### src/ppu_pkg.sv
package ppu_pkg;

    // dot position within a line or line within a frame
    typedef logic [8:0] dot_t;

    // {palette select, pixel value}
    typedef logic [3:0] color_idx_t;

    typedef logic [4:0] pal_addr_t;
    typedef logic [7:0] pal_entry_t;
    typedef logic [5:0] pixel_t;
    typedef logic [7:0] line_idx_t;

    // frame geometry of 341 dots by 262 lines
    localparam dot_t LAST_DOT  = 9'd340;
    localparam dot_t LAST_LINE = 9'd261;

    localparam int SCREEN_WIDTH = 256;

    // last dot of pixel output and sprite-zero checking
    localparam dot_t RENDER_END_DOT = 9'd255;
    localparam dot_t SP_FETCH_END   = 9'd320;
    localparam dot_t TILE_FETCH_END = 9'd336;

    localparam dot_t VIS_LAST_LINE = 9'd240;
    localparam dot_t POST_LINE     = 9'd241;

    // columns below this one can be clipped
    localparam dot_t LEFT_CLIP = 9'd8;

    // NMI pulse length in dots
    localparam dot_t NMI_DOTS = 9'd3;

    localparam pal_entry_t GREY_MASK = 8'h30;

    // horizontal phase within a scanline
    typedef enum logic [2:0] {
        SL_PRE_CYC,
        IDLE_CYC,
        SP_PRE_CYC,
        TL_PRE_CYC,
        GARB_CYC
    } hs_state_t;

    // vertical phase within a frame
    typedef enum logic [1:0] {
        PRE_SL,
        VIS_SL,
        POST_SL,
        VBLANK_SL
    } vs_state_t;

endpackage

### src/ppu_timing_if.sv
interface ppu_timing_if import ppu_pkg::*; ();

    // current dot position
    dot_t col;
    dot_t row;

    // high on the last dot of every line
    logic line_end;

    hs_state_t hs_state;
    vs_state_t vs_state;

    modport counter (
        output col, row, line_end
    );

    modport fsm (
        input  col, row, line_end,
        output hs_state, vs_state
    );

    modport sink (
        input col, row, line_end, hs_state, vs_state
    );

endinterface

### src/dot_counter.sv
module dot_counter import ppu_pkg::*; (
    input logic          clk,
    input logic          rst_n,
    input logic          dot_en,
    ppu_timing_if.counter tim
);

    assign tim.line_end = (tim.col == LAST_DOT);

    // column wraps at the last dot
    always_ff @(posedge clk or negedge rst_n) begin
        if (!rst_n) begin
            tim.col <= '0;
        end else if (dot_en) begin
            if (tim.line_end) begin
                tim.col <= '0;
            end else begin
                tim.col <= tim.col + 9'd1;
            end
        end
    end

    // row steps once per line and wraps after the last line
    always_ff @(posedge clk or negedge rst_n) begin
        if (!rst_n) begin
            tim.row <= '0;
        end else if (dot_en && tim.line_end) begin
            if (tim.row == LAST_LINE) begin
                tim.row <= '0;
            end else begin
                tim.row <= tim.row + 9'd1;
            end
        end
    end

endmodule

### src/flat_wrapper.sv
// flat-port wrapper written by rule: the top's interface ports become plain ports
module dot_counter_flat import ppu_pkg::*;
  (clk, rst_n, dot_en, tim_col, tim_row, tim_line_end);
  ppu_timing_if tim_i ();
  input logic clk;
  input logic rst_n;
  input logic dot_en;
  output wire logic [$bits(tim_i.col)-1:0] tim_col;
  output wire logic [$bits(tim_i.row)-1:0] tim_row;
  output wire logic [$bits(tim_i.line_end)-1:0] tim_line_end;
  assign tim_col = tim_i.col;
  assign tim_row = tim_i.row;
  assign tim_line_end = tim_i.line_end;
  dot_counter u_core (.clk(clk), .rst_n(rst_n), .dot_en(dot_en), .tim(tim_i));
endmodule
### config.mk
export PLATFORM = sky130hd
export DESIGN_NAME = dot_counter_flat
export DESIGN_NICKNAME = d
export VERILOG_FILES = /design/src/ppu_pkg.sv /design/src/ppu_timing_if.sv /design/src/dot_counter.sv /design/src/flat_wrapper.sv
export SDC_FILE = /design/constraint.sdc
export NUM_CORES = 1
export LEC_CHECK = 0
export BUFFER_PORTS_ARGS = -buffer_cell sky130_fd_sc_hd__clkbuf_2
export CAP_MARGIN = 30
export CORE_MARGIN = 4
export CORE_UTILIZATION = 25
export DETAILED_ROUTE_END_ITERATION = 8
export GPL_ROUTABILITY_DRIVEN = 0
export PLACE_DENSITY_LB_ADDON = 0.2
export SLEW_MARGIN = 0
export SYNTH_ARGS = -nofsm -noshare
export SYNTH_HDL_FRONTEND = slang
export SYNTH_SLANG_ARGS = --single-unit
### constraint.sdc
create_clock -name clk -period 3 [get_ports clk]
set_clock_uncertainty 0.05 [all_clocks]
set_input_delay 0.3 -clock clk [delete_from_list [all_inputs] [get_ports clk]]
set_output_delay 0.3 -clock clk [all_outputs]
set_load 0.005 [all_outputs]
---- Word level (Yosys, flattened, before mapping) ----
Index checks and enable logic that the tools add are counted.
storage, ports and cells
  flip-flop bits (word level) ............. 18
  output and inout port bits .............. 19
  word-level logic and storage cells ...... 9
cells by class
  add/sub/neg operators ................... 2
  equality and inequality tests ........... 2
  muxes and demuxes ....................... 2
  reductions and logical operators ........ 1
operators with widths
  cell                   count
  $add A9 B1 Y9 const B  2
  $eq A9 B9 Y1 const B   2
  $mux W9                2
  $logic_and A1 B1 Y1    1

---- Depth between registers and ports, before layout ----
  depth in word-level cells ............... 2
  gate-level depth with buffers ........... 7
  mapped depth without buffers ............ 6

---- Worst setup path before layout ----
Ideal clock, no wire load.
  path type ............................... register to register
  start ................................... register u_core.tim.col[0]
  end ..................................... register u_core.tim.row[6]
  setup time .............................. 125 ps
  data arrival time ....................... 1869 ps
  required time ........................... 2825 ps
  slack ................................... 956 ps
  stages on the path, launching flop included .. 8
  path buffers ............................ 1
  period minus slack after synthesis ...... 2044 ps
  cells stage by stage .................... dfrtp_1 inv_1 ha_1 nand4b_1 or3_1 buf_6 or3_4 mux2_4
between the ends
  longest elaborated chain between the ends .. 2
RTL lines
  what                    line                 source
  from (decl)             ppu_timing_if.sv:14  output col, row, line_end
  from (signal assigned)  dot_counter.sv:18    tim.col <= tim.col + 9'd1;
  $eq A9 B9 Y1            dot_counter.sv:8     assign tim.line_end = (tim.col == LAST_DOT);
  $logic_and A1 B1 Y1     dot_counter.sv:27    end else if (dot_en && tim.line_end) begin
  to (signal assigned)    dot_counter.sv:31    tim.row <= tim.row + 9'd1;
  to (decl)               ppu_timing_if.sv:14
No other way between the ends.
A chain may end at the register's enable or synchronous reset.

---- Worst setup path after layout ----
Same ends and word-level chain as after synthesis.

==> results.sh <==
export IMPL_clock_sinks=18
export IMPL_vias=788
export IMPL_cp_start_kind="flip-flop"
export IMPL_grt_max_degree=19
export IMPL_tritoncts="yes"
export IMPL_slew_headroom_pct=68.2
export IMPL_seq_area_frac_synth_pct=47.7
export IMPL_critPathMaxFanout=10
export IMPL_worst_path_stages=6
export IMPL_fill_cells=384
export IMPL_drv_slew=0
export IMPL_grt_overflow=0
export IMPL_die_area_um2=4830
export IMPL_path_clk_slew_ns=0.07
export IMPL_crit_slowest_cell="or3_1"
export IMPL_drv_cap=0
export IMPL_path_delay_family="simple AND/OR/NAND/NOR gates"
export IMPL_synth_area_leaders="dfrtp_1, xor2_1, ha_1, nor2_1, o21ai_0"
export IMPL_drtIter0Drc=55
export IMPL_post_route_period_util_pct=71.8
export IMPL_endpoint_kind="flip-flop"
export IMPL_drc=0
export IMPL_io_buffers=21
export IMPL_synth_top_area_share_pct=47.7
export IMPL_grt_setup_unrepaired="no"
export IMPL_worstRegToRegCells=6
export IMPL_antenna_found_initial=0
export IMPL_hold_depth=2
export IMPL_post_cts_buffers=0
export IMPL_fmax_ghz=0.464
export IMPL_place_inst=163
export IMPL_regArea_um2=450
export IMPL_place_area_um2=1100
export IMPL_rr_startpoint="u_core.tim.col[0]"
export IMPL_nets=128
export IMPL_synth_nets=102
export IMPL_detail_route_vias_per_cell=4.69
export IMPL_cts_resized=0
export IMPL_avgRoutedWirePerCell_um=12.7
export IMPL_synth_cell_types=31
export IMPL_syn_avg_cell_area_um2=9.94
export IMPL_final_antenna_net_count=0
export IMPL_final_cells=168
export IMPL_cp_startpoint="u_core.tim.col[0]"
export IMPL_timing_final_ws_setup_ns=0.846
export IMPL_synth_largest_area_cell="dfrtp_1"
export IMPL_final_util_pct=31.9
export IMPL_ios=22
export IMPL_dp_slack_ns=0.857
export IMPL_hold_viol=0
export IMPL_synth_cells=95
export IMPL_run_status="complete, no violations"
export IMPL_power_density_nw_per_um2=572
export IMPL_die_y_um=69.5
export IMPL_min_delay_start="dot_en"
export IMPL_grt_usage_pct=9.85
export IMPL_worst_path_buf_inv=1
export IMPL_numCtsBuffers=3
export IMPL_ys_warn_count=0
export IMPL_p_leak_nw=0.554
export IMPL_rows=22
export IMPL_coreArea_um2=3660
export IMPL_synth_seq_cells=18
export IMPL_insertedDiodeCount=0
export IMPL_syn_cell_area_um2=945
export IMPL_dieWidth_um=69.5
export IMPL_crit_type="reg2reg"
export IMPL_h_tree_depth=1
export IMPL_clk_latency_ns=0.26
export IMPL_slowest_delay_ns=0.49
export IMPL_design_area_um2=1170
export IMPL_dpl_hpwl_mm=1.63
export IMPL_start_util_pct=25.8
export IMPL_cp_data_required_time_ns=3.10
export IMPL_grt_pass1_vias=784
export IMPL_drtPass1Iterations=4
export IMPL_root_buffer="clkbuf_8"
export IMPL_synthToLayoutAreaGrowth_pct=23.4
export IMPL_worst_slew_pin_slew_ns=0.477
export IMPL_wl_mm=2.14
export IMPL_cts_buffer_depth=2
export IMPL_cp_data_arrival_time_ns=2.25
export IMPL_grt_pass1_wl_mm=3.77
export IMPL_multi_input_area_um2=459
export IMPL_worstPathCellList="inv_1 > ha_1 > nand4b_1 > or3_1 > or3_4 > mux2_4"
export IMPL_finalSetupViolCount=0
export IMPL_drive_above_1_share_pct=25.0
export IMPL_period_needed_ns=2.15
export IMPL_vdd_drop_max_mv=0.237
export IMPL_hold_class="in2reg"
export IMPL_fin_tns_setup_ns=0
-- worst paths after layout --
kind	slack, ns	endpoint
max in group asynchronous	2.09	u_core.tim.col[8]
min in group asynchronous	0.47	u_core.tim.row[1]
max	0.85	u_core.tim.row[6]
min	0.31	u_core.tim.col[1]
min reg2reg	0.48	u_core.tim.row[7]
max reg2reg	0.85	u_core.tim.row[6]
-- layout make-up --
type	count	share of cell area [%]
clock buffer	4	4.72
timing repair buffer	23	10.5
tap	48	5.15
inverter	5	1.61
multi-input combinational	70	39.4
sequential	18	38.6
-- flip-flops by register name, indices dropped and copies added (netlist names) --
register / flops
u_core.tim.row: 9
u_core.tim.col: 9
-- kinds of logic (layout without fill, tap and decap cells) --
logic type / count (synthesis) / count (layout) / share of synthesized area (%)
DFF: 18 / 18 / 47.7
adders and majority gates: 4 / 4 / 5.30
buffers and inverters: 7 / 32 / 3.71
xor gates and xnor gates: 7 / 7 / 6.49
AOI/OAI and AO/OA: 16 / 16 / 10.2
muxes: 1 / 1 / 1.59
and+or+nand+nor: 42 / 42 / 25.0
-- cells in the final DEF, fill, tap and decap left out, drive strengths merged, types with 3 or more instances in the layout --
cell type	instances
clkbuf	25
ha	4
inv	5
a21oi	3
dfrtp	18
nand2	7
o21ai	7
nand4	4
nor2	10
xor2	6
or3	5
nor3	3
nand3	3
-- metrics by stage --
step	power (mW)	hold slack [ns]
global route	0.719	0.309
global placement	0.474	0.233
CTS	0.682	0.300
finish	0.667	0.308
floorplan	0.404	-0.0456
detailed placement	0.474	0.230
-- power by group --
group,internal [mW],total [mW],switching (mW)
combinational,0.0666,0.127,0.0602
clock,0.117,0.199,0.0824
sequential,0.281,0.341,0.0600
-- cells in the mapped netlist --
library cell  count
a21o_1            2
a21oi_1           3
a22o_1            2
and3_1            1
and3_2            1
and4b_1           1
buf_2             1
buf_6             1
dfrtp_1          18
ha_1              4
inv_1             4
inv_2             1
mux2_4            1
nand2_1           7
nand3_1           3
nand4_1           4
nand4b_1          1
nand4bb_1         1
nor2_1           10
nor3_1            3
nor3b_1           1
nor4_1            2
nor4bb_1          1
o21a_1            1
o21ai_0           7
o22ai_1           1
or3_1             4
or3_4             1
or4_1             1
xnor2_1           1
xor2_1            6
-- metal layers --
metal  track usage, %  routed length (um)  up-vias
li1                 -                   -      388
met1             11.8                 990      366
met2             15.5                 961       30
met3             4.64                 170        4
met4             3.25                  17        0
met5                0                   0        -
-- timing repair --
action	in CTS	in global routing
endpoints found under the setup margin	0	0
hold buffers	1	0
hold endpoints to repair	18	0
(Power assumes the default switching activity.)
