==> config.mk <==
export PLATFORM = sky130hd
export DESIGN_NAME = scan_fsm_flat
export DESIGN_NICKNAME = d
export VERILOG_FILES = /design/src/ppu_pkg.sv /design/src/ppu_timing_if.sv /design/src/scan_fsm.sv /design/src/flat_wrapper.sv
export SDC_FILE = /design/constraint.sdc
export NUM_CORES = 1
export LEC_CHECK = 0
export ABC_CLOCK_PERIOD_IN_PS = 1800
export BUFFER_PORTS_ARGS = -buffer_cell sky130_fd_sc_hd__buf_2
export CAP_MARGIN = 20
export CELL_PAD_IN_SITES_DETAIL_PLACEMENT = 1
export CELL_PAD_IN_SITES_GLOBAL_PLACEMENT = 2
export CORE_AREA = 10 10 54 67
export CTS_CLUSTER_DIAMETER = 40
export CTS_CLUSTER_SIZE = 8
export DETAILED_ROUTE_END_ITERATION = 6
export DIE_AREA = 0 0 64 77
export PLACE_DENSITY_LB_ADDON = 0.1
export SYNTH_ARGS = -nofsm -noshare
export SYNTH_HDL_FRONTEND = slang
export SYNTH_SLANG_ARGS = --single-unit
==> constraint.sdc <==
create_clock -name clk -period 1.8 [get_ports clk]
set_input_delay 0.18 -clock clk [delete_from_list [all_inputs] [get_ports clk]]
set_output_delay 0.18 -clock clk [all_outputs]
set_load 0.01 [all_outputs]
==> src/ppu_pkg.sv <==
package ppu_pkg;

    // dot position within a line or line within a frame
    typedef logic [8:0] dot_t;

    // {palette select, pixel value}
    typedef logic [3:0] color_idx_t;

    typedef logic [4:0] pal_addr_t;
    typedef logic [7:0] pal_entry_t;
    typedef logic [5:0] pixel_t;
    typedef logic [7:0] line_idx_t;

    // frame geometry of 341 dots by 262 lines
    localparam dot_t LAST_DOT  = 9'd340;
    localparam dot_t LAST_LINE = 9'd261;

    localparam int SCREEN_WIDTH = 256;

    // last dot of pixel output and sprite-zero checking
    localparam dot_t RENDER_END_DOT = 9'd255;
    localparam dot_t SP_FETCH_END   = 9'd320;
    localparam dot_t TILE_FETCH_END = 9'd336;

    localparam dot_t VIS_LAST_LINE = 9'd240;
    localparam dot_t POST_LINE     = 9'd241;

    // columns below this one can be clipped
    localparam dot_t LEFT_CLIP = 9'd8;

    // NMI pulse length in dots
    localparam dot_t NMI_DOTS = 9'd3;

    localparam pal_entry_t GREY_MASK = 8'h30;

    // horizontal phase within a scanline
    typedef enum logic [2:0] {
        SL_PRE_CYC,
        IDLE_CYC,
        SP_PRE_CYC,
        TL_PRE_CYC,
        GARB_CYC
    } hs_state_t;

    // vertical phase within a frame
    typedef enum logic [1:0] {
        PRE_SL,
        VIS_SL,
        POST_SL,
        VBLANK_SL
    } vs_state_t;

endpackage

==> src/ppu_timing_if.sv <==
interface ppu_timing_if import ppu_pkg::*; ();

    // current dot position
    dot_t col;
    dot_t row;

    // high on the last dot of every line
    logic line_end;

    hs_state_t hs_state;
    vs_state_t vs_state;

    modport counter (
        output col, row, line_end
    );

    modport fsm (
        input  col, row, line_end,
        output hs_state, vs_state
    );

    modport sink (
        input col, row, line_end, hs_state, vs_state
    );

endinterface

==> src/scan_fsm.sv <==
module scan_fsm import ppu_pkg::*; (
    input logic       clk,
    input logic       rst_n,
    input logic       dot_en,
    ppu_timing_if.fsm tim
);

    hs_state_t hs_next;
    vs_state_t vs_next;

    always_ff @(posedge clk or negedge rst_n) begin
        if (!rst_n) begin
            tim.hs_state <= SL_PRE_CYC;
            tim.vs_state <= PRE_SL;
        end else if (dot_en) begin
            tim.hs_state <= hs_next;
            tim.vs_state <= vs_next;
        end
    end

    // next state is decided on the last col of each phase
    always_comb begin
        case (tim.hs_state)
            SL_PRE_CYC: begin
                hs_next = (tim.col < RENDER_END_DOT) ? SL_PRE_CYC : IDLE_CYC;
            end
            IDLE_CYC: begin
                hs_next = SP_PRE_CYC;
            end
            SP_PRE_CYC: begin
                hs_next = (tim.col < SP_FETCH_END) ? SP_PRE_CYC : TL_PRE_CYC;
            end
            TL_PRE_CYC: begin
                hs_next = (tim.col < TILE_FETCH_END) ? TL_PRE_CYC : GARB_CYC;
            end
            GARB_CYC: begin
                hs_next = tim.line_end ? SL_PRE_CYC : GARB_CYC;
            end
            default: begin
                hs_next = SL_PRE_CYC;
            end
        endcase
    end

    // frame phases change only at line end
    always_comb begin
        vs_next = tim.vs_state;
        if (tim.line_end) begin
            case (tim.vs_state)
                PRE_SL: begin
                    if (tim.row == '0) begin
                        vs_next = VIS_SL;
                    end
                end
                VIS_SL: begin
                    if (tim.row == VIS_LAST_LINE) begin
                        vs_next = POST_SL;
                    end
                end
                POST_SL: begin
                    if (tim.row == POST_LINE) begin
                        vs_next = VBLANK_SL;
                    end
                end
                VBLANK_SL: begin
                    if (tim.row == LAST_LINE) begin
                        vs_next = PRE_SL;
                    end
                end
                default: begin
                    vs_next = PRE_SL;
                end
            endcase
        end
    end

endmodule

==> src/flat_wrapper.sv <==
// flat-port wrapper written by rule: the top's interface ports become plain ports
module scan_fsm_flat import ppu_pkg::*;
  (clk, rst_n, dot_en, tim_col, tim_row, tim_line_end, tim_hs_state, tim_vs_state);
  ppu_timing_if tim_i ();
  input logic clk;
  input logic rst_n;
  input logic dot_en;
  input wire logic [$bits(tim_i.col)-1:0] tim_col;
  input wire logic [$bits(tim_i.row)-1:0] tim_row;
  input wire logic [$bits(tim_i.line_end)-1:0] tim_line_end;
  output wire logic [$bits(tim_i.hs_state)-1:0] tim_hs_state;
  output wire logic [$bits(tim_i.vs_state)-1:0] tim_vs_state;
  assign tim_i.col = tim_col;
  assign tim_i.row = tim_row;
  assign tim_i.line_end = tim_line_end;
  assign tim_hs_state = tim_i.hs_state;
  assign tim_vs_state = tim_i.vs_state;
  scan_fsm u_core (.clk(clk), .rst_n(rst_n), .dot_en(dot_en), .tim(tim_i));
endmodule
* Word-level counts from Yosys, hierarchy flattened
Index checks and enable logic that the tools add are counted.
Storage, ports and cells: word-level logic and storage cells 33, memories kept 0, bits in registers 5, output and inout port bits 5, input bits 22, latch bits 0, bits in read-only memories 0, bits in writable memories 0
Cells by class: eq/ne operators 14, add/subtract/negate cells 0, $lt $le $gt $ge 3, reductions and logical operators 4, shift-type cells 0, bitwise operators 0, multiplexer cells 10, div/mod/pow operators 0, $mul 0
Operator list (number):
- $eq A9 B8 Y1 const B | 2
- $lt A9 B9 Y1 const B | 2
- $pmux W3 S5 | 1
- $eq A9 B9 Y1 const B | 1
- $logic_not A9 Y1 | 1
- $lt A9 B8 Y1 const B | 1
- $mux W2 | 4
- $ne A2 B1 Y1 const B | 4
- $pmux W2 S4 | 1
- $eq A3 B2 Y1 const B | 2
- $mux W3 | 2
- $reduce_and A6 Y1 | 1
- $eq A2 B2 Y1 const B | 2
- $eq A3 B1 Y1 const B | 1
- $eq A3 B3 Y1 const B | 1
- $logic_not A3 Y1 | 1
- $eq A2 B1 Y1 const B | 1
- $logic_not A2 Y1 | 1
- $mux W1 | 2

* Logic depth before layout (Yosys ltp)
Gate-level depths: netlist (run 1).
depth in word-level cells 3, gate-level depth with buffers 6, gate-level depth less buffers 6

* Least setup slack after synthesis (run 1)
Ideal clock, no wire load.
kind register to register, start point reg u_core.tim.vs_state[0], end point reg u_core.tim.vs_state[1], arrival time 1.646 ns, cell stages (with the launch flop) 7, path buffers 0, required time 1.673 ns, slack 0.026 ns, clock period less this slack 1.774 ns, cell sequence dfrtp_1 -> inv_1 -> ha_1 -> or2_1 -> a211oi_1 -> o211a_1 -> mux2_1
On the way: word-level cells in the longest chain between the ends 3, elaborated cells between the ends (all ways) 10, classes of those cells eq/ne: 7; mux: 1; reduce/logical: 2
Ends and longest elaborated chain:
- start, declared | line ppu_timing_if.sv:19 | output hs_state, vs_state
- start signal, assigned | line scan_fsm.sv:17 | tim.vs_state <= vs_next;
- $eq A2 B2 Y1, or another cell as far along | line scan_fsm.sv:49 | case (tim.vs_state)
- $ne A2 B1 Y1 (no line)
- $reduce_and A6 Y1 (no line)
Several ways; a longest one is shown, not always the timed one. A chain may end at the register's enable or synchronous reset.

* Worst setup path in the final report (run 1)
start point reg u_core.tim.vs_state[1], end point reg u_core.tim.vs_state[1]
The elaborated chain is that of the path after synthesis.

==> flow_summary.toml, run 1 <==
[outcome]
result_of_the_run = "finished, final reports clean"

[floorplanning]
top_ports = 27
core_area_um2 = 2380
fp.dieArea_um2 = 4930
rows = 20
die_w_um = 64
initial_core_util_pct = 18.1
chipHeight_um = 77

[power_and_ir_drop]
vdd_ir_drop_max_mv = 0.473
p_leak_nw = 0.332
powerDensity_nw_per_um2 = 1110

[synthesis]
synth-seq-area-share_pct = 29.1
synthesis.yosys.warnings = 0
synthCells = 46
postSynthRegisterBits = 5
ys_types = 27
syn_nets = 73
synthesis.area_um2 = 430
syn-mean-instance-area_um2 = 9.36

[detailed_routing]
metal3_wl_um = 127
antenna_violating_nets_post_route = 0
route.final.wire_length_mm = 1.49
drt-initial-drc-count = 7
route.detailed.drc = 0
route.met2.wl_um = 711
detail_route.first_pass.iterations = 4
routed-via-count = 517
top_signal_layer_used = "met4"
route.detailed.wl_per_inst_um = 13.1
vias_per_cell = 4.54
routedLengthMet1_um = 622

[clocking]
numCtsBuffers = 3
cts.path.max_buffers = 2
worst_skew_pair.late_latency_ps = 230
cts.sink_count = 5
clk_root_buffer_cell = "clkbuf_4"
clk_pin_slew_ps = 40
clock_tree_from_tritoncts = "built"
cts_htree_levels = 1

[critical_path]
slowest_stage = "dfrtp_1"
critPathLaunchType = "flop"
critical-path-max-stage-delay_ps = 420
critical_path.cell_chain = "ha_1, or2_1, a211oi_2, o211a_1, mux2_1"
worstPathArrival_ps = 1790
critical_path.endpoint_type = "flop"
critical_path_class = "flop to flop"
critical-path-top-delay-family = "flip-flops"
cp_num_buf_inv = 0
critical_path.max_fanout = 5
timing.critical_path.required_ps = 1920

[sta]
rsz0062_at_grt = "no"
final_min_period_over_clock_period_pct = 92.9
layout_min_cycle_time_ps = 1670
max_freq_ghz = 0.598
fin_tns_setup_ps = 0
relSlewSlack_pct = 80.4
report.final.slew_viol_count = 0
final_hold_viol_count = 0
fin_worst_setup_slack_ps = 127
setup_viol = 0
fin_hold_ws_ps = 244
worst_slew_pin_slew_ps = 293
timing.clock.skew_ps = 1.03

[layout]
n_diodes = 0
post_route_cells_drive_above_1_share_pct = 44.4
most-common-layout-cells = "26 x buf_2, 5 x ha_1, 5 x dfrtp_1"
mostFrequentLayoutCell = "buf_2"
finalInstanceArea_um2 = 673
layout-area-overhead-vs-synth_pct = 56.4
layout.filler_cells = 300
design.final.nets = 109

[placed_design]
dpl_cell_area_um2 = 624
dp.final_hpwl_mm = 1.32
place_worst_setup_slack_ps = 11.5
globalplace.congestion = 0.701
io_buf_count = 26

[run]
cap_violations = 0

[global_routing]
grt_usage_pct = 6.17
global_route_wire_length_before_repair_mm = 2.53
grt_antenna_before_repair = 0
grt_max_degree = 8
via_count_of_the_first_global_routing_pass = 590
total_grt_overflow = 0

[hold_path]
timing.hold.worst.class = "input port to flop"
[cells in the mapped netlist, drive strengths merged]
cell	instances	area (µm²)
dfrtp	5	125
o41ai	1	16.3
nor2	2	7.51
o32ai	1	8.76
mux2	1	11.3
o31ai	2	15.0
o22ai	2	12.5
and3	1	6.26
ha	5	62.6
a32oi	1	8.76
a21oi	2	10.0
or2	1	6.26
o211a	1	10.0
mux2i	1	10.0
inv	4	15.0
o211ai	1	7.51
nand2	2	7.51
nand3	1	5.00
a211oi	1	7.51
nand2b	2	12.5
o21bai	1	7.51
or4	2	18.8
nand3b	1	7.51
o21a	1	7.51
o21ai	1	5.00
nand4	3	18.8
[per-layer routing]
| metal | vias to the layer above | global-route usage [%] |
|---|---|---|
| met4 | 0 | 3.95 |
| met5 | - | 0 |
| li1 | 249 | - |
| met1 | 243 | 6.49 |
| met3 | 2 | 2.18 |
| met2 | 23 | 10.1 |
[stage by stage]
stage | cells | total power [mW] | util (%)
2_1_floorplan | 46 | 0.425 | -
3_3_place_gp | 108 | 0.617 | 26.3
3_5_place_dp | 108 | 0.615 | 26.3
4_1_cts | 113 | 0.748 | 27.8
5_1_grt | 114 | 0.835 | 28.3
6_report | 114 | 0.747 | 28.3
[area by class of cell]
type | instances | area [µm²] | area share, %
multi-input combinational | 37 | 295 | 43.9
timing repair buffer | 31 | 170 | 25.3
sequential | 5 | 125 | 18.6
tap | 33 | 41.3 | 6.13
clock buffer | 4 | 26.3 | 3.90
inverter | 4 | 15.0 | 2.23
[kinds of logic (layout without fill, tap and decap cells)]
logic type / count (synthesis) / in the layout / synth area share, %
AOI/OAI and AO/OA: 15 / 15 / 27.0
adders and majority gates: 5 / 5 / 14.5
buffers and inverters: 4 / 39 / 3.49
DFF: 5 / 5 / 29.1
muxes: 2 / 2 / 4.94
and+or+nand+nor: 15 / 15 / 20.9
[power by group]
part           internal (mW)  switching (mW)
combinational          0.206           0.204
sequential             0.160          0.0499
clock                 0.0836          0.0431
[worst register-to-register path: stages, from the launching register on]
cell and delay (ps):
dfrtp_1 420, ha_1 210, or2_1 220, a211oi_2 210
o211a_1 180, mux2_1 320
[state kept, by name, summed over array words and instances (netlist names)]
signal	count
u_core.tim.hs_state	3
u_core.tim.vs_state	2
[path summary, 6_finish.rpt]
path / depth (start not counted) / to / slack [ps] / start
max in group asynchronous: 2 / u_core.tim.vs_state[1] / 1380 / rst_n
max: 5 / u_core.tim.vs_state[1] / 130 / u_core.tim.vs_state[1]
max reg2reg: 5 / u_core.tim.vs_state[1] / 130 / u_core.tim.vs_state[1]
min in group asynchronous: 2 / u_core.tim.vs_state[0] / 290 / rst_n
min: 2 / u_core.tim.hs_state[0] / 240 / dot_en
min reg2reg: 1 / u_core.tim.hs_state[1] / 510 / u_core.tim.hs_state[2]
[timing repair]
item / CTS / global route
hold endpoints to repair: 5 / 0
hold buffers: 1 / 0
resized for setup: 0 / 1
endpoints found under the setup margin: 0 / 2
setup buffers: 0 / 1
Power figures use the tool's default switching activity.
==> run 2, diff against run 1 <==
- ABC_AREA: not set -> 1
- CORE_AREA: 10 10 54 67 -> 10 10 59 73
- DIE_AREA: 0 0 64 77 -> 0 0 69 83
==> run 2 against run 1 <==
Against the previous run:
- critical path depth unchanged
- highest routed layer unchanged
- area after synthesis increased by 20%
- critical endpoint is now u_core.tim.vs_state[0]
- final cell count increased by 30%
- non-clock buffer count decreased by 4
- sequential power increased by 4%
==> flow_summary.toml, run 2 <==
[floorplanning]
core_area_um2 = 2920
fp.dieArea_um2 = 5730
initial_core_util_pct = 17.7
die_w_um = 69
chipHeight_um = 83
rows = 22
top_ports = 27

[critical_path]
timing.critical_path.required_ps = 1910
critPathLaunchType = "flop"
ff2ff_path_depth = 5
critical_path.max_fanout = 4
critical_path_class = "flop to flop"
critical_path.endpoint_type = "flop"
worstPathArrival_ps = 1380

[sta]
final_hold_viol_count = 0
relSlewSlack_pct = 89.5
final_min_period_over_clock_period_pct = 70.5
worst_slew_pin_slew_ps = 156
max_freq_ghz = 0.788
layout_min_cycle_time_ps = 1270
rsz0062_at_grt = "no"
fin_tns_setup_ps = 0
report.final.slew_viol_count = 0
setup_viol = 0
timing.clock.skew_ps = 1.89

[hold_path]
timing.hold.worst.class = "input port to flop"
worst_hold_stages = 2

[placed_design]
globalplace.congestion = 0.722
place.detailed.instances = 143
io_buf_count = 26
dp.final_hpwl_mm = 1.48

[detailed_routing]
route.detailed.drc = 0
antenna_violating_nets_post_route = 0
route.detailed.wl_per_inst_um = 11.1
drt-initial-drc-count = 12
vias_per_cell = 4.08
detail_route.first_pass.iterations = 4
route.final.wire_length_mm = 1.64
routed-via-count = 604

[synthesis]
number_of_synthesized_flops_with_an_enable_pin = 0
synth.top_cell.area_share_pct = 24.3
synth.top_cells.by_area = "dfrtp_1 24%, nand2_1 17%, ha_1 12%, inv_1 9.5%, nand3_1 6.8%"
yosys.area.top_type = "dfrtp_1"
netlist_top_cells_count = "23 x nand2_1, 13 x inv_1, 9 x nor2_1, 7 x nand3_1, 6 x o21ai_0"
syn_nets = 108
ys.flop_type = "dfrtp_1"
ys_types = 15
synthesis.area_um2 = 515
synth-seq-area-share_pct = 24.3
synthCells = 81
synthesis.yosys.warnings = 0
syn-mean-instance-area_um2 = 6.36
post-synth-top-count-cell = "nand2_1"
async_flop_share_pct = 100
postSynthRegisterBits = 5

[global_routing]
global_route_wire_length_before_repair_mm = 2.84
grt_max_degree = 6
global_route.usage.met2_pct = 9.47
via_count_of_the_first_global_routing_pass = 631
grt_antenna_before_repair = 0
grt_usage_pct = 5.73
use_met1_pct = 6.11
grt_most_used_layer = "met2"
m3_gr_usage_pct = 2.02
total_grt_overflow = 0

[power_and_ir_drop]
power.sequential.fraction_pct = 27.9
power.share.switching_pct = 44.8
vdd_ir_drop_max_mv = 0.451
powerDensity_nw_per_um2 = 1080
comb_power_share_pct = 56.5
power.internal_mw = 0.434
p_leak_nw = 0.409
power_frac_clock_pct = 15.7
net-switching-power_mw = 0.352
power.total_mw = 0.786

[layout]
post_route_cells_drive_above_1_share_pct = 30.4
largest-register = "u_core.tim.hs_state"
largest_register_ff_count = 3
final_util_pct = 24.9
most-common-layout-cells = "26 x buf_2, 23 x nand2_1, 13 x inv_1"
layout-area-overhead-vs-synth_pct = 41.0
mostFrequentLayoutCell = "buf_2"
top_regs = "u_core.tim.hs_state: 3 flops, u_core.tim.vs_state: 2 flops"
design.final.nets = 140
finalNonFillerCells = 148
n_diodes = 0

[outcome]
result_of_the_run = "finished, final reports clean"

[clocking]
worst_skew_pair.late_latency_ps = 230
clk_pin_slew_ps = 40
cts.path.max_buffers = 2
clk_root_buffer_cell = "clkbuf_4"
setup_repair_bufs_after_cts = 0
numCtsBuffers = 3
cts.sink_count = 5
cts_htree_levels = 1
cts_resized = 0
clock_tree_from_tritoncts = "built"
ctsHoldBuffers = 1

[run]
cap_violations = 0
-- run 2: path summary, 6_finish.rpt --
kind	from	to	slack [ps]
setup / recovery	u_core.tim.vs_state[0]	u_core.tim.vs_state[0]	530
hold / removal	dot_en	u_core.tim.hs_state[1]	200
setup reg to reg	u_core.tim.vs_state[0]	u_core.tim.vs_state[0]	530
hold reg to reg	u_core.tim.hs_state[0]	u_core.tim.hs_state[0]	570
max in group asynchronous	rst_n	u_core.tim.hs_state[1]	1380
min in group asynchronous	rst_n	u_core.tim.hs_state[2]	290
-- run 2: per-stage QoR --
stage,hold WS (ps),cell area [µm²],worst slack (ps)
global route,225,727,403
global placement,3.07,691,550
detailed placement,0.594,691,530
CTS,201,727,524
finish,201,727,531
floorplan,-116,515,563
-- run 2: logic make-up after synthesis --
| logic type | after synthesis | synth area share [%] |
|---|---|---|
| simple gates | 49 | 42.2 |
| buf+inv | 13 | 9.47 |
| compound gates | 9 | 11.9 |
| fa+ha+maj | 5 | 12.1 |
| flops | 5 | 24.3 |
-- run 2: worst max-delay path, cell delays in order, from the launching register on --
cell     delay, ps
dfrtp_1        380
inv_1          100
ha_1           220
or2_2          290
nand3_1         80
nand2_1         70
-- run 2: layout make-up --
type                       instances  area (µm²)
timing repair buffer              27         140
multi-input combinational         63         342
fill                             397        2190
tap                               36        45.0
inverter                          13        48.8
clock buffer                       4        26.3
sequential                         5         125
-- run 2: power groups by stage --
stage	combinational, mW	sequential, mW	clock, mW
after global placement	0.458	0.220	0
after detailed placement	0.451	0.224	0
final	0.444	0.219	0.123
after floorplan	0.275	0.234	0
after CTS	0.456	0.223	0.130
after global routing	0.525	0.235	0.143
-- run 2: routing by layer --
metal / share of wire (%) / routed length [µm] / up-vias
li1: - / - / 318
met5: 0 / 0 / -
met1: 41 / 664 / 270
met3: 7.3 / 120 / 2
met2: 51 / 837 / 14
met4: 0.98 / 16 / 0
