<file path="src/ppu_pkg.sv">
package ppu_pkg;

    // dot position within a line or line within a frame
    typedef logic [8:0] dot_t;

    // {palette select, pixel value}
    typedef logic [3:0] color_idx_t;

    typedef logic [4:0] pal_addr_t;
    typedef logic [7:0] pal_entry_t;
    typedef logic [5:0] pixel_t;
    typedef logic [7:0] line_idx_t;

    // frame geometry of 341 dots by 262 lines
    localparam dot_t LAST_DOT  = 9'd340;
    localparam dot_t LAST_LINE = 9'd261;

    localparam int SCREEN_WIDTH = 256;

    // last dot of pixel output and sprite-zero checking
    localparam dot_t RENDER_END_DOT = 9'd255;
    localparam dot_t SP_FETCH_END   = 9'd320;
    localparam dot_t TILE_FETCH_END = 9'd336;

    localparam dot_t VIS_LAST_LINE = 9'd240;
    localparam dot_t POST_LINE     = 9'd241;

    // columns below this one can be clipped
    localparam dot_t LEFT_CLIP = 9'd8;

    // NMI pulse length in dots
    localparam dot_t NMI_DOTS = 9'd3;

    localparam pal_entry_t GREY_MASK = 8'h30;

    // horizontal phase within a scanline
    typedef enum logic [2:0] {
        SL_PRE_CYC,
        IDLE_CYC,
        SP_PRE_CYC,
        TL_PRE_CYC,
        GARB_CYC
    } hs_state_t;

    // vertical phase within a frame
    typedef enum logic [1:0] {
        PRE_SL,
        VIS_SL,
        POST_SL,
        VBLANK_SL
    } vs_state_t;

endpackage

</file>
<file path="src/pixel_compositor.sv">
module pixel_compositor import ppu_pkg::*; (
    input  logic       clk,
    input  logic       rst_n,
    input  dot_t       col,
    input  color_idx_t bg_idx,
    input  color_idx_t sp_idx,
    input  logic       sp_prio,
    input  logic       sp_zero,
    input  logic       show_bg,
    input  logic       show_sp,
    input  logic       show_bg_left,
    input  logic       show_sp_left,
    input  logic       greyscale,
    input  logic       pal_we,
    input  pal_addr_t  pal_addr,
    input  pal_entry_t pal_data,
    output pixel_t     pixel,
    output logic       opaque_overlap
);

    pal_entry_t pal_ram [32];

    color_idx_t bg_masked;
    color_idx_t sp_masked;
    logic       bg_opaque;
    logic       sp_opaque;
    pal_addr_t  merge_addr;
    pal_addr_t  ram_addr;
    pal_entry_t entry;
    pal_entry_t entry_grey;

    // show bits and left column clip
    assign bg_masked = (!show_bg || (col < LEFT_CLIP && !show_bg_left)) ? '0 : bg_idx;
    assign sp_masked = (!show_sp || (col < LEFT_CLIP && !show_sp_left)) ? '0 : sp_idx;

    // pixel value 0 is transparent
    assign bg_opaque = (bg_masked[1:0] != 2'd0);
    assign sp_opaque = (sp_masked[1:0] != 2'd0);

    // sprite palettes sit in the upper half of the RAM
    always_comb begin
        if (sp_opaque && (!bg_opaque || !sp_prio)) begin
            merge_addr = {1'b1, sp_masked};
        end else begin
            merge_addr = {1'b0, bg_masked};
        end
    end

    assign ram_addr = pal_we ? pal_addr : merge_addr;

    always_ff @(posedge clk or negedge rst_n) begin
        if (!rst_n) begin
            for (int i = 0; i < 32; i++) begin
                pal_ram[i] <= '0;
            end
        end else if (pal_we) begin
            pal_ram[ram_addr] <= pal_data;
        end
    end

    assign entry      = pal_ram[ram_addr];
    assign entry_grey = greyscale ? (entry & GREY_MASK) : entry;
    assign pixel      = entry_grey[5:0];

    assign opaque_overlap = sp_zero && bg_opaque && sp_opaque;

endmodule

</file>
<file path="config.mk">
export PLATFORM = sky130hd
export DESIGN_NAME = pixel_compositor
export DESIGN_NICKNAME = d
export VERILOG_FILES = /design/src/ppu_pkg.sv /design/src/pixel_compositor.sv
export SDC_FILE = /design/constraint.sdc
export NUM_CORES = 1
export LEC_CHECK = 0
export BUFFER_PORTS_ARGS = -buffer_cell sky130_fd_sc_hd__buf_4
export CORE_MARGIN = 2
export CORE_UTILIZATION = 60
export DETAILED_ROUTE_END_ITERATION = 7
export GPL_ROUTABILITY_DRIVEN = 0
export HOLD_SLACK_MARGIN = 0.1
export PLACE_DENSITY = 0.89
export SLEW_MARGIN = 20
export SYNTH_ARGS = -nofsm -noshare
export SYNTH_HDL_FRONTEND = slang
export SYNTH_SLANG_ARGS = --single-unit
</file>
<file path="constraint.sdc">
create_clock -name clk -period 3.5 [get_ports clk]
set_clock_uncertainty 0.2 [all_clocks]
set_input_delay 0.35 -clock clk [delete_from_list [all_inputs] [get_ports clk]]
set_output_delay 0.35 -clock clk [all_outputs]
set_load 0.1 [all_outputs]
</file>
Word-level counts from Yosys, hierarchy flattened
Index checks and enable logic that the tools add are counted.
{ "word_totals": {"regBits": 256, "latch_bits": 0, "mem_bits_rw": 0, "rom_bits": 0, "inputBits": 40, "out_inout_bits": 7, "word_cells": 64, "n_memories": 0} }
{ "op_classes": {"addsub": 0, "mul": 0, "div": 0, "order_cmp": 3, "eq_ne": 0, "shift": 0, "muxes": 11, "bitwise_logic": 1, "n_reduce_logical": 17} }
{ "ops": {"columns": ["operator", "n"], "rows": [
  ["bitwise mux 256 bit", 1],
  ["binary-select mux 8 bit (select 5 bit)", 1],
  ["demux 8 bit (select 5 bit)", 1],
  ["2-to-1 mux 4 bit", 3],
  ["2-to-1 mux 6 bit", 2],
  ["2-to-1 mux 5 bit", 2],
  ["< comparator 9 x 4 -> 1 bit, second input constant", 1],
  ["2-to-1 mux 8 bit", 1],
  [">= comparator 6 bit, second input constant", 1],
  ["logical AND 1 bit", 6],
  ["logical NOT 1 bit", 6],
  ["< comparator 6 x 1 -> 1 bit, second input constant", 1],
  ["NOT 5 -> 6 bit", 1],
  ["nonzero test 2 bit", 2],
  ["logical OR 1 bit", 3]
]} }

Depth between registers and ports, before layout
Gate-level depths: netlist of the first run.
{ "logic_depth": {"depth_word": 16, "ltp_mapped": 10, "ltp_nobuf": 8} }

Least setup slack after synthesis of the first run
No wires, ideal clock.
{ "synth_timing": {"kind": "input to output", "from": "in col[8]", "to": "out pixel[3]", "arrival_ns": 3.853, "t_required_ns": 2.950, "path_slack_ns": -0.903, "path_stages": 9, "path_buffers": 2, "path_cell_list": "nor4_4 a21oi_2 or4_4 and3_4 buf_6 buf_6 a21oi_1 o2111ai_1 nor4_2"} }
{ "synth_via": {"elab_chain_cells": 15, "elab_cells_between_ends": 19, "cone_classes": "order compare (1); mux (8); bitwise (1); reduce/logical (9)"} }
{ "synth_lines": {"columns": ["element", "line_no", "rtl"], "rows": [
  ["start, declared", "pixel_compositor.sv:4", "input dot_t col,"],
  ["< comparator 9 x 4 -> 1 bit *", "pixel_compositor.sv:33, pixel_compositor.sv:34", null],
  ["logical AND 1 bit", "pixel_compositor.sv:33", "assign bg_masked = (!show_bg || (col < LEFT_CLIP && !show_bg_left)) ? '0 : bg_idx;"],
  ["logical OR 1 bit", "pixel_compositor.sv:33", null],
  ["2-to-1 mux 4 bit", "pixel_compositor.sv:33", null],
  ["nonzero test 2 bit", "pixel_compositor.sv:37", "assign bg_opaque = (bg_masked[1:0] != 2'd0);"],
  ["logical NOT 1 bit", "pixel_compositor.sv:42", "if (sp_opaque && (!bg_opaque || !sp_prio)) begin"],
  ["logical OR 1 bit", "pixel_compositor.sv:42", null],
  ["logical AND 1 bit", "pixel_compositor.sv:42", null],
  ["2-to-1 mux 5 bit *", "pixel_compositor.sv:42", null],
  ["2-to-1 mux 5 bit *", "pixel_compositor.sv:49", "assign ram_addr = pal_we ? pal_addr : merge_addr;"],
  ["NOT 5 -> 6 bit (not written as such) *", "pixel_compositor.sv:61", "assign entry = pal_ram[ram_addr];"],
  ["binary-select mux 8 bit (select 5 bit) *", "pixel_compositor.sv:61", null],
  ["2-to-1 mux 6 bit (not written as such) * (2 in a row)", "pixel_compositor.sv:61", null],
  ["2-to-1 mux 4 bit *", "pixel_compositor.sv:62", "assign entry_grey = greyscale ? (entry & GREY_MASK) : entry;"],
  ["end, declared", "pixel_compositor.sv:17", "output pixel_t pixel,"]
]} }
Every way passes the cells marked *; elsewhere a longest branch is shown, timed or not. The select of a mux whose other input is x is not followed.

Final worst setup path of the first run
{ "layout_timing": {"from": "in col[6]", "to": "out pixel[5]"} }
{ "layout_via": {"elab_chain_cells": 14, "elab_cells_between_ends": 18, "cone_classes": "order compare (1); mux (7); bitwise (1); reduce/logical (9)"} }
{ "layout_lines": {"columns": ["element", "line_no"], "rows": [
  ["< comparator 9 x 4 -> 1 bit *", "pixel_compositor.sv:33, pixel_compositor.sv:34"],
  ["logical AND 1 bit", "pixel_compositor.sv:33"],
  ["logical OR 1 bit", "pixel_compositor.sv:33"],
  ["2-to-1 mux 4 bit", "pixel_compositor.sv:33"],
  ["nonzero test 2 bit", "pixel_compositor.sv:37"],
  ["logical NOT 1 bit", "pixel_compositor.sv:42"],
  ["logical OR 1 bit", "pixel_compositor.sv:42"],
  ["logical AND 1 bit", "pixel_compositor.sv:42"],
  ["2-to-1 mux 5 bit *", "pixel_compositor.sv:42"],
  ["2-to-1 mux 5 bit *", "pixel_compositor.sv:49"],
  ["NOT 5 -> 6 bit (not written as such) *", "pixel_compositor.sv:61"],
  ["binary-select mux 8 bit (select 5 bit) *", "pixel_compositor.sv:61"],
  ["2-to-1 mux 6 bit (not written as such) * (2 in a row)", "pixel_compositor.sv:61"]
]} }
Marks and branches as above.

==> results of run 1 <==
per-stage QoR:
step / worst slack (ps) / TNS, ps / instance area [um^2] / total power, W / utilization
5_1_grt: -302 / -912 / 11700 / 0.00714 / 0.762
3_3_place_gp: -193 / -566 / 10600 / 0.00438 / 0.690
2_1_floorplan: -283 / -1550 / 9560 / 0.00398 / -
6_report: -238 / -669 / 11700 / 0.00695 / 0.762
3_5_place_dp: -179 / -737 / 10600 / 0.00449 / 0.690
4_1_cts: -2.33 / -2.33 / 11400 / 0.00670 / 0.743
layer usage:
metal,GRT usage,vias to the layer above,wire (um)
met1,0.442,4032,11100
met3,0.0820,201,3500
met2,0.540,709,14100
met5,0,-,0
li1,-,3137,-
met4,0.197,0,2440
cells in the final DEF (no fill, tap or decap), drive strengths merged, types with 19 or more instances in the layout:
cell,count
nand3,28
nand2,97
nor2,27
a211oi,47
buf,130
o21ai,19
mux2,192
clkbuf,23
and3,47
dfrtp,192
worst max-delay path by stage:
| stage | start | end | slack, ps |
|---|---|---|---|
| after floorplan | col[6] | pixel[3] | -280 |
| after global placement | col[6] | pixel[1] | -190 |
| after detailed placement | col[6] | pixel[1] | -180 |
| after CTS | col[8] | pixel[4] | -2 |
| after global routing | col[6] | pixel[5] | -300 |
| final | col[6] | pixel[5] | -240 |
power by group through the flow:
| stage | Sequential, W | Combinational [W] | Clock [W] |
|---|---|---|---|
| final | 0.00309 | 0.00171 | 0.00215 |
| after global routing | 0.00312 | 0.00179 | 0.00222 |
| after CTS | 0.00303 | 0.00153 | 0.00214 |
| after detailed placement | 0.00305 | 0.00144 | 0 |
| after global placement | 0.00300 | 0.00137 | 0 |
| after floorplan | 0.00295 | 0.00103 | 0 |
kinds of logic after synthesis:
family,count (synthesis)
flops,192
mux,204
compound gates,125
simple gates,228
buf+inv,56
timing repair:
| action | 4_1_cts | 5_1_grt |
|---|---|---|
| endpoints found under the hold margin | 78 | 0 |
| hold buffers | 1 | 0 |
| setup endpoints to repair | 6 | 6 |
| gates cloned | 1 | 2 |
| pin swaps | 8 | 19 |
| buffers inserted | 0 | 6 |
| resized for setup | 35 | 52 |
area by class of cell:
cell class	count	area (um^2)	area share
clock buffer	20	457	0.0391
clock inverter	10	185	0.0159
multi-input combinational	557	4710	0.404
sequential	192	4800	0.412
tap	211	264	0.0226
timing repair buffer	134	1250	0.107
==> flow_summary.json, run 1 <==
{
  "antenna_cells": 0,
  "intPower_w": 0.00484,
  "hold_path.class": "input pin to asynchronous set/reset pin",
  "rr_startpoint": "pal_ram[113]",
  "yosys.area.top_type": "dfrtp_1",
  "drt-initial-drc-count": 1430,
  "grt_start_max_net_pins": 81,
  "timing.hold.ws_ps": 276,
  "largest_register_ffs": 192,
  "cellPowerDensity_nw_per_um2": 595,
  "yosys-top-cells-area": "dfrtp_1 (51%), mux2_2 (19%), nand2_1 (3.8%)",
  "seq_area_frac_synth": 0.506,
  "fp.dieW_um": 130,
  "grt_pass1_vias": 7913,
  "synth_top_family_by_area": "multiplexers",
  "start_util": 0.620,
  "fp-row-count": 45,
  "synth_fp_nets": 845,
  "seqPwrFrac": 0.445,
  "largestRegisters": "pal_ram (192)",
  "drc": 0,
  "antenna_found_initial": 0,
  "viasPerCell": 7.19,
  "post_synth_instance_area_um2": 9490,
  "grt_usage": 0.344,
  "drtPass1Iterations": 6,
  "maxSlewViolCount": 0,
  "cp_top_family": "simple AND/OR/NAND/NOR gates",
  "core-area_um2": 15300,
  "netlist_top_cells_count": "dfrtp_1 (192), mux2_2 (164), nand2_1 (96)",
  "crit_chain": "buf_6 -> nor4_4 -> a21oi_2 -> or4_4 -> and3_4 -> buf_12 -> buf_12 -> a211oi_2 -> a31oi_1 -> a32oi_2 -> nand4_1 -> buf_6",
  "syn_avg_cell_area_um2": 11.8,
  "synth_flop_cell": "dfrtp_1",
  "worstPathRequired_ps": 2950,
  "yosysWarnings": 0,
  "fin_crit_ps": 3740,
  "synthMuxAreaShare": 0.240,
  "cts_tree": "yes",
  "path_depth": 12,
  "grt-ovfl-total": 0,
  "syn_inst": 805,
  "vias": 8079,
  "fmax_mhz": 268,
  "clock_path_buffers": 2,
  "rsz0062_at_grt": "true",
  "p_sw_frac": 0.304,
  "maxCapViolCount": 0,
  "start_kind": "input pin",
  "synth_edf_count": 0,
  "dp_cells": 1085,
  "numCtsBuffers": 17,
  "nFillCells": 818,
  "clk_pin_slew_ps": 70,
  "clock-sinks": 192,
  "irDropWorstVdd_v": 0.000426,
  "relSlewSlack": 0.560,
  "clock_latency_ps": 440,
  "htreeDepth": 4,
  "fin_crit_sh": 1.07,
  "synth_compound_area_frac": 0.0977,
  "netlist.area_leader.share": 0.506,
  "p_comb_frac": 0.246,
  "violations": "negative setup slack",
  "hpwl_um": 16700,
  "slowest_delay_ps": 570,
  "worstMarginPinSlew_ps": 661,
  "crit_type": "input pin to output pin",
  "synth.most_common_cell": "dfrtp_1",
  "final-setup-viol-count": 6,
  "crit_path_end_kind": "output pin",
  "routedWlPerCell_um": 27.7,
  "drive_above_1_share": 0.432,
  "synth_simple_gate_area_share": 0.125,
  "synth-xor-area-share": 0,
  "die-height_um": 130,
  "ys_seq_elements": 192,
  "largest_register": "pal_ram",
  "ios": 47,
  "fin_ws_ps": -238,
  "switchingPower_w": 0.00211,
  "r2r_slack_ps": 2410,
  "crit_path_max_fanout": 8,
  "portBuffers": 41,
  "leakage_nw": 5.32,
  "r2r-end": "pal_ram[113]",
  "path_buf_inv": 4,
  "synthAdderAreaFrac": 0,
  "nNetsFinal": 942,
  "fp.dieArea_um2": 16800,
  "area_growth_pct": 22.9,
  "status": "finished with violations",
  "ant_nets": 0,
  "reg2regPathDepth": 1,
  "slowest_stage": "or4_4",
  "fin_cells": 1124,
  "grt_pass1_wl_um": 43600,
  "async_reset_ff_frac": 1.00,
  "hold_viol_final": 0,
  "cts_root_buffer": "clkbuf_16",
  "ys_types": 57,
  "drt-total-wl_um": 31200,
  "pwr-share-clk": 0.309,
  "critPathArrivalTime_ps": 3190
}
Note: power is estimated with default switching activity, not from simulation.
==> run 2: changes to the inputs <==
--- a/config.mk
+++ b/config.mk
@@ -10,2 +10,3 @@
 export CORE_UTILIZATION = 60
+export CTS_CLUSTER_SIZE = 14
 export DETAILED_ROUTE_END_ITERATION = 7
==> constraint.sdc (replaced) <==
create_clock -name clk -period 3.5 [get_ports clk]
set_clock_uncertainty 0.2 [all_clocks]
set_input_delay 0.525 -clock clk [delete_from_list [all_inputs] [get_ports clk]]
set_output_delay 0.525 -clock clk [all_outputs]
set_load 0.1 [all_outputs]
==> run 2 against run 1 <==
The run ends with design-rule violations, negative setup slack left. First-iteration DRC count is 29% higher. Clock-buffer cell count grew 1. Maximum frequency fell by 16%. Wire length increased by 28%. Cell count rose by 5.2%. Register-to-register slack barely moved. Non-clock buffer count rose by 54. Die area did not move. Largest cell class is now multi-input gates.
==> flow_summary.json, run 2 (same netlist as run 1, synthesis figures left out) <==
{
  "status": "finished with violations",
  "violations": "design-rule violations, negative setup slack",
  "crit_path_max_fanout": 4,
  "hold_path.class": "register to register",
  "r2r_slack_ps": 2410,
  "drc": 17,
  "nFillCells": 663,
  "multi_input_area_um2": 4920,
  "final_common_cell": "dfrtp_1",
  "final_cell_mix": "dfrtp_1 (192), mux2_2 (164), buf_4 (132), nand2_1 (94), and3_1 (42)",
  "fin_cells": 1182,
  "clock_path_buffers": 2,
  "grt-ovfl-total": 0,
  "timing.hold.ws_ps": 305,
  "area_growth_pct": 31.2,
  "grt_start_max_net_pins": 75,
  "grt_usage": 0.441,
  "start_util": 0.620,
  "ios": 47,
  "core-area_um2": 15300,
  "crit_path_end_kind": "output pin",
  "rsz0062_at_grt": "true",
  "rr_startpoint": "pal_ram[99]",
  "final-setup-viol-count": 6,
  "cellPowerDensity_nw_per_um2": 580,
  "routedWlPerCell_um": 33.6,
  "maxSlewViolCount": 0,
  "fp-row-count": 45,
  "start_kind": "input pin",
  "leakage_nw": 5.67,
  "clk_pin_slew_ps": 70,
  "drtPass1Iterations": 8,
  "htreeDepth": 4,
  "hpwl_um": 17400,
  "drt-total-wl_um": 39800,
  "clock_latency_ps": 450,
  "totalNegativeSetupSlack_ps": -4260,
  "post-route-util": 0.813,
  "hold_viol_final": 0,
  "vias": 9187,
  "numCtsBuffers": 17,
  "relSlewSlack": 0.421,
  "antenna_found_initial": 3,
  "largest_register": "pal_ram",
  "crit_type": "input pin to output pin",
  "largestRegisters": "pal_ram (192)",
  "register_area_um2": 4800,
  "largest_register_ffs": 192,
  "fp.dieW_um": 130,
  "grt_pass1_wl_um": 54800,
  "fmax_mhz": 225,
  "die-height_um": 130,
  "fin_crit_sh": 1.27,
  "drt-initial-drc-count": 1846,
  "place_ws_ps": -636,
  "cts_root_buffer": "clkbuf_16",
  "r2r-end": "pal_ram[99]",
  "viasPerCell": 7.77,
  "fin_ws_ps": -952,
  "fp.dieArea_um2": 16800,
  "clock-sinks": 192,
  "cts_tree": "yes",
  "fin_crit_ps": 4450,
  "nNetsFinal": 996,
  "worstMarginPinSlew_ps": 868,
  "ant_nets": 0,
  "grt_pass1_vias": 8976,
  "drive_above_1_share": 0.495,
  "dp_cells": 1111,
  "maxCapViolCount": 0,
  "critPathArrivalTime_ps": 3730,
  "worstPathRequired_ps": 2770,
  "whs_path_depth": 1,
  "reg2regPathDepth": 1,
  "min_from": "pal_ram[141]",
  "irDropWorstVdd_v": 0.000457,
  "portBuffers": 41,
  "min_to": "pal_ram[141]"
}
==> run 2: where the power goes <==
part	switching, W	internal, W	leakage, nW
Combinational	0.00110	0.000907	2.91
Clock	0.000907	0.00116	0.289
Sequential	0.000405	0.00275	2.47
Total	0.00241	0.00481	5.67
==> run 2: timing repair <==
| action | CTS | global route |
|---|---|---|
| hold endpoints to repair | 72 | 0 |
| hold buffers | 1 | 0 |
| resized for setup | 124 | 41 |
| setup endpoints to repair | 6 | 6 |
| cloned | 6 | 0 |
| pin swaps | 39 | 13 |
| buffers inserted | 30 | 6 |
==> run 2: worst max-delay path, stage by stage <==
cell and delay, ps:
buf_4 120, o21ai_0 460, buf_4 250, a211o_1 150, nor2_2 80, a221oi_4 340
buf_6 180, buf_4 150, nor3_2 70, buf_4 160, a32oi_1 700, nand4_1 270
buf_8 250
==> run 2: worst max path at each step <==
stage	cells after the start	start	endpoint
floorplan	9	col[6]	pixel[3]
global placement	12	col[6]	pixel[5]
detailed placement	12	col[6]	pixel[3]
CTS	17	col[8]	pixel[2]
global route	12	sp_idx[0]	pixel[4]
finish	13	sp_idx[0]	pixel[4]
==> run 2: per-stage QoR <==
stage               instance area (um^2)  total power [W]
CTS                                12200          0.00677
global placement                   10700          0.00441
floorplan                           9560          0.00398
finish                             12500          0.00722
global route                       12500          0.00735
detailed placement                 10700          0.00452
==> run 2: per-layer routing <==
layer	routed length [um]	GRT usage	vias to the layer above
li1	-	-	3272
met1	12900	0.544	4392
met2	16900	0.668	1113
met3	6100	0.140	406
met4	3700	0.296	4
met5	128	0	-
==> run 2: area by class of cell <==
| type | instances | area share |
|---|---|---|
| Sequential cell | 192 | 0.386 |
| Clock inverter | 11 | 0.0111 |
| Clock buffer | 21 | 0.0370 |
| Multi-Input combinational cell | 557 | 0.395 |
| Timing Repair Buffer | 188 | 0.149 |
| Tap cell | 211 | 0.0212 |
| Antenna cell | 2 | 0.000402 |
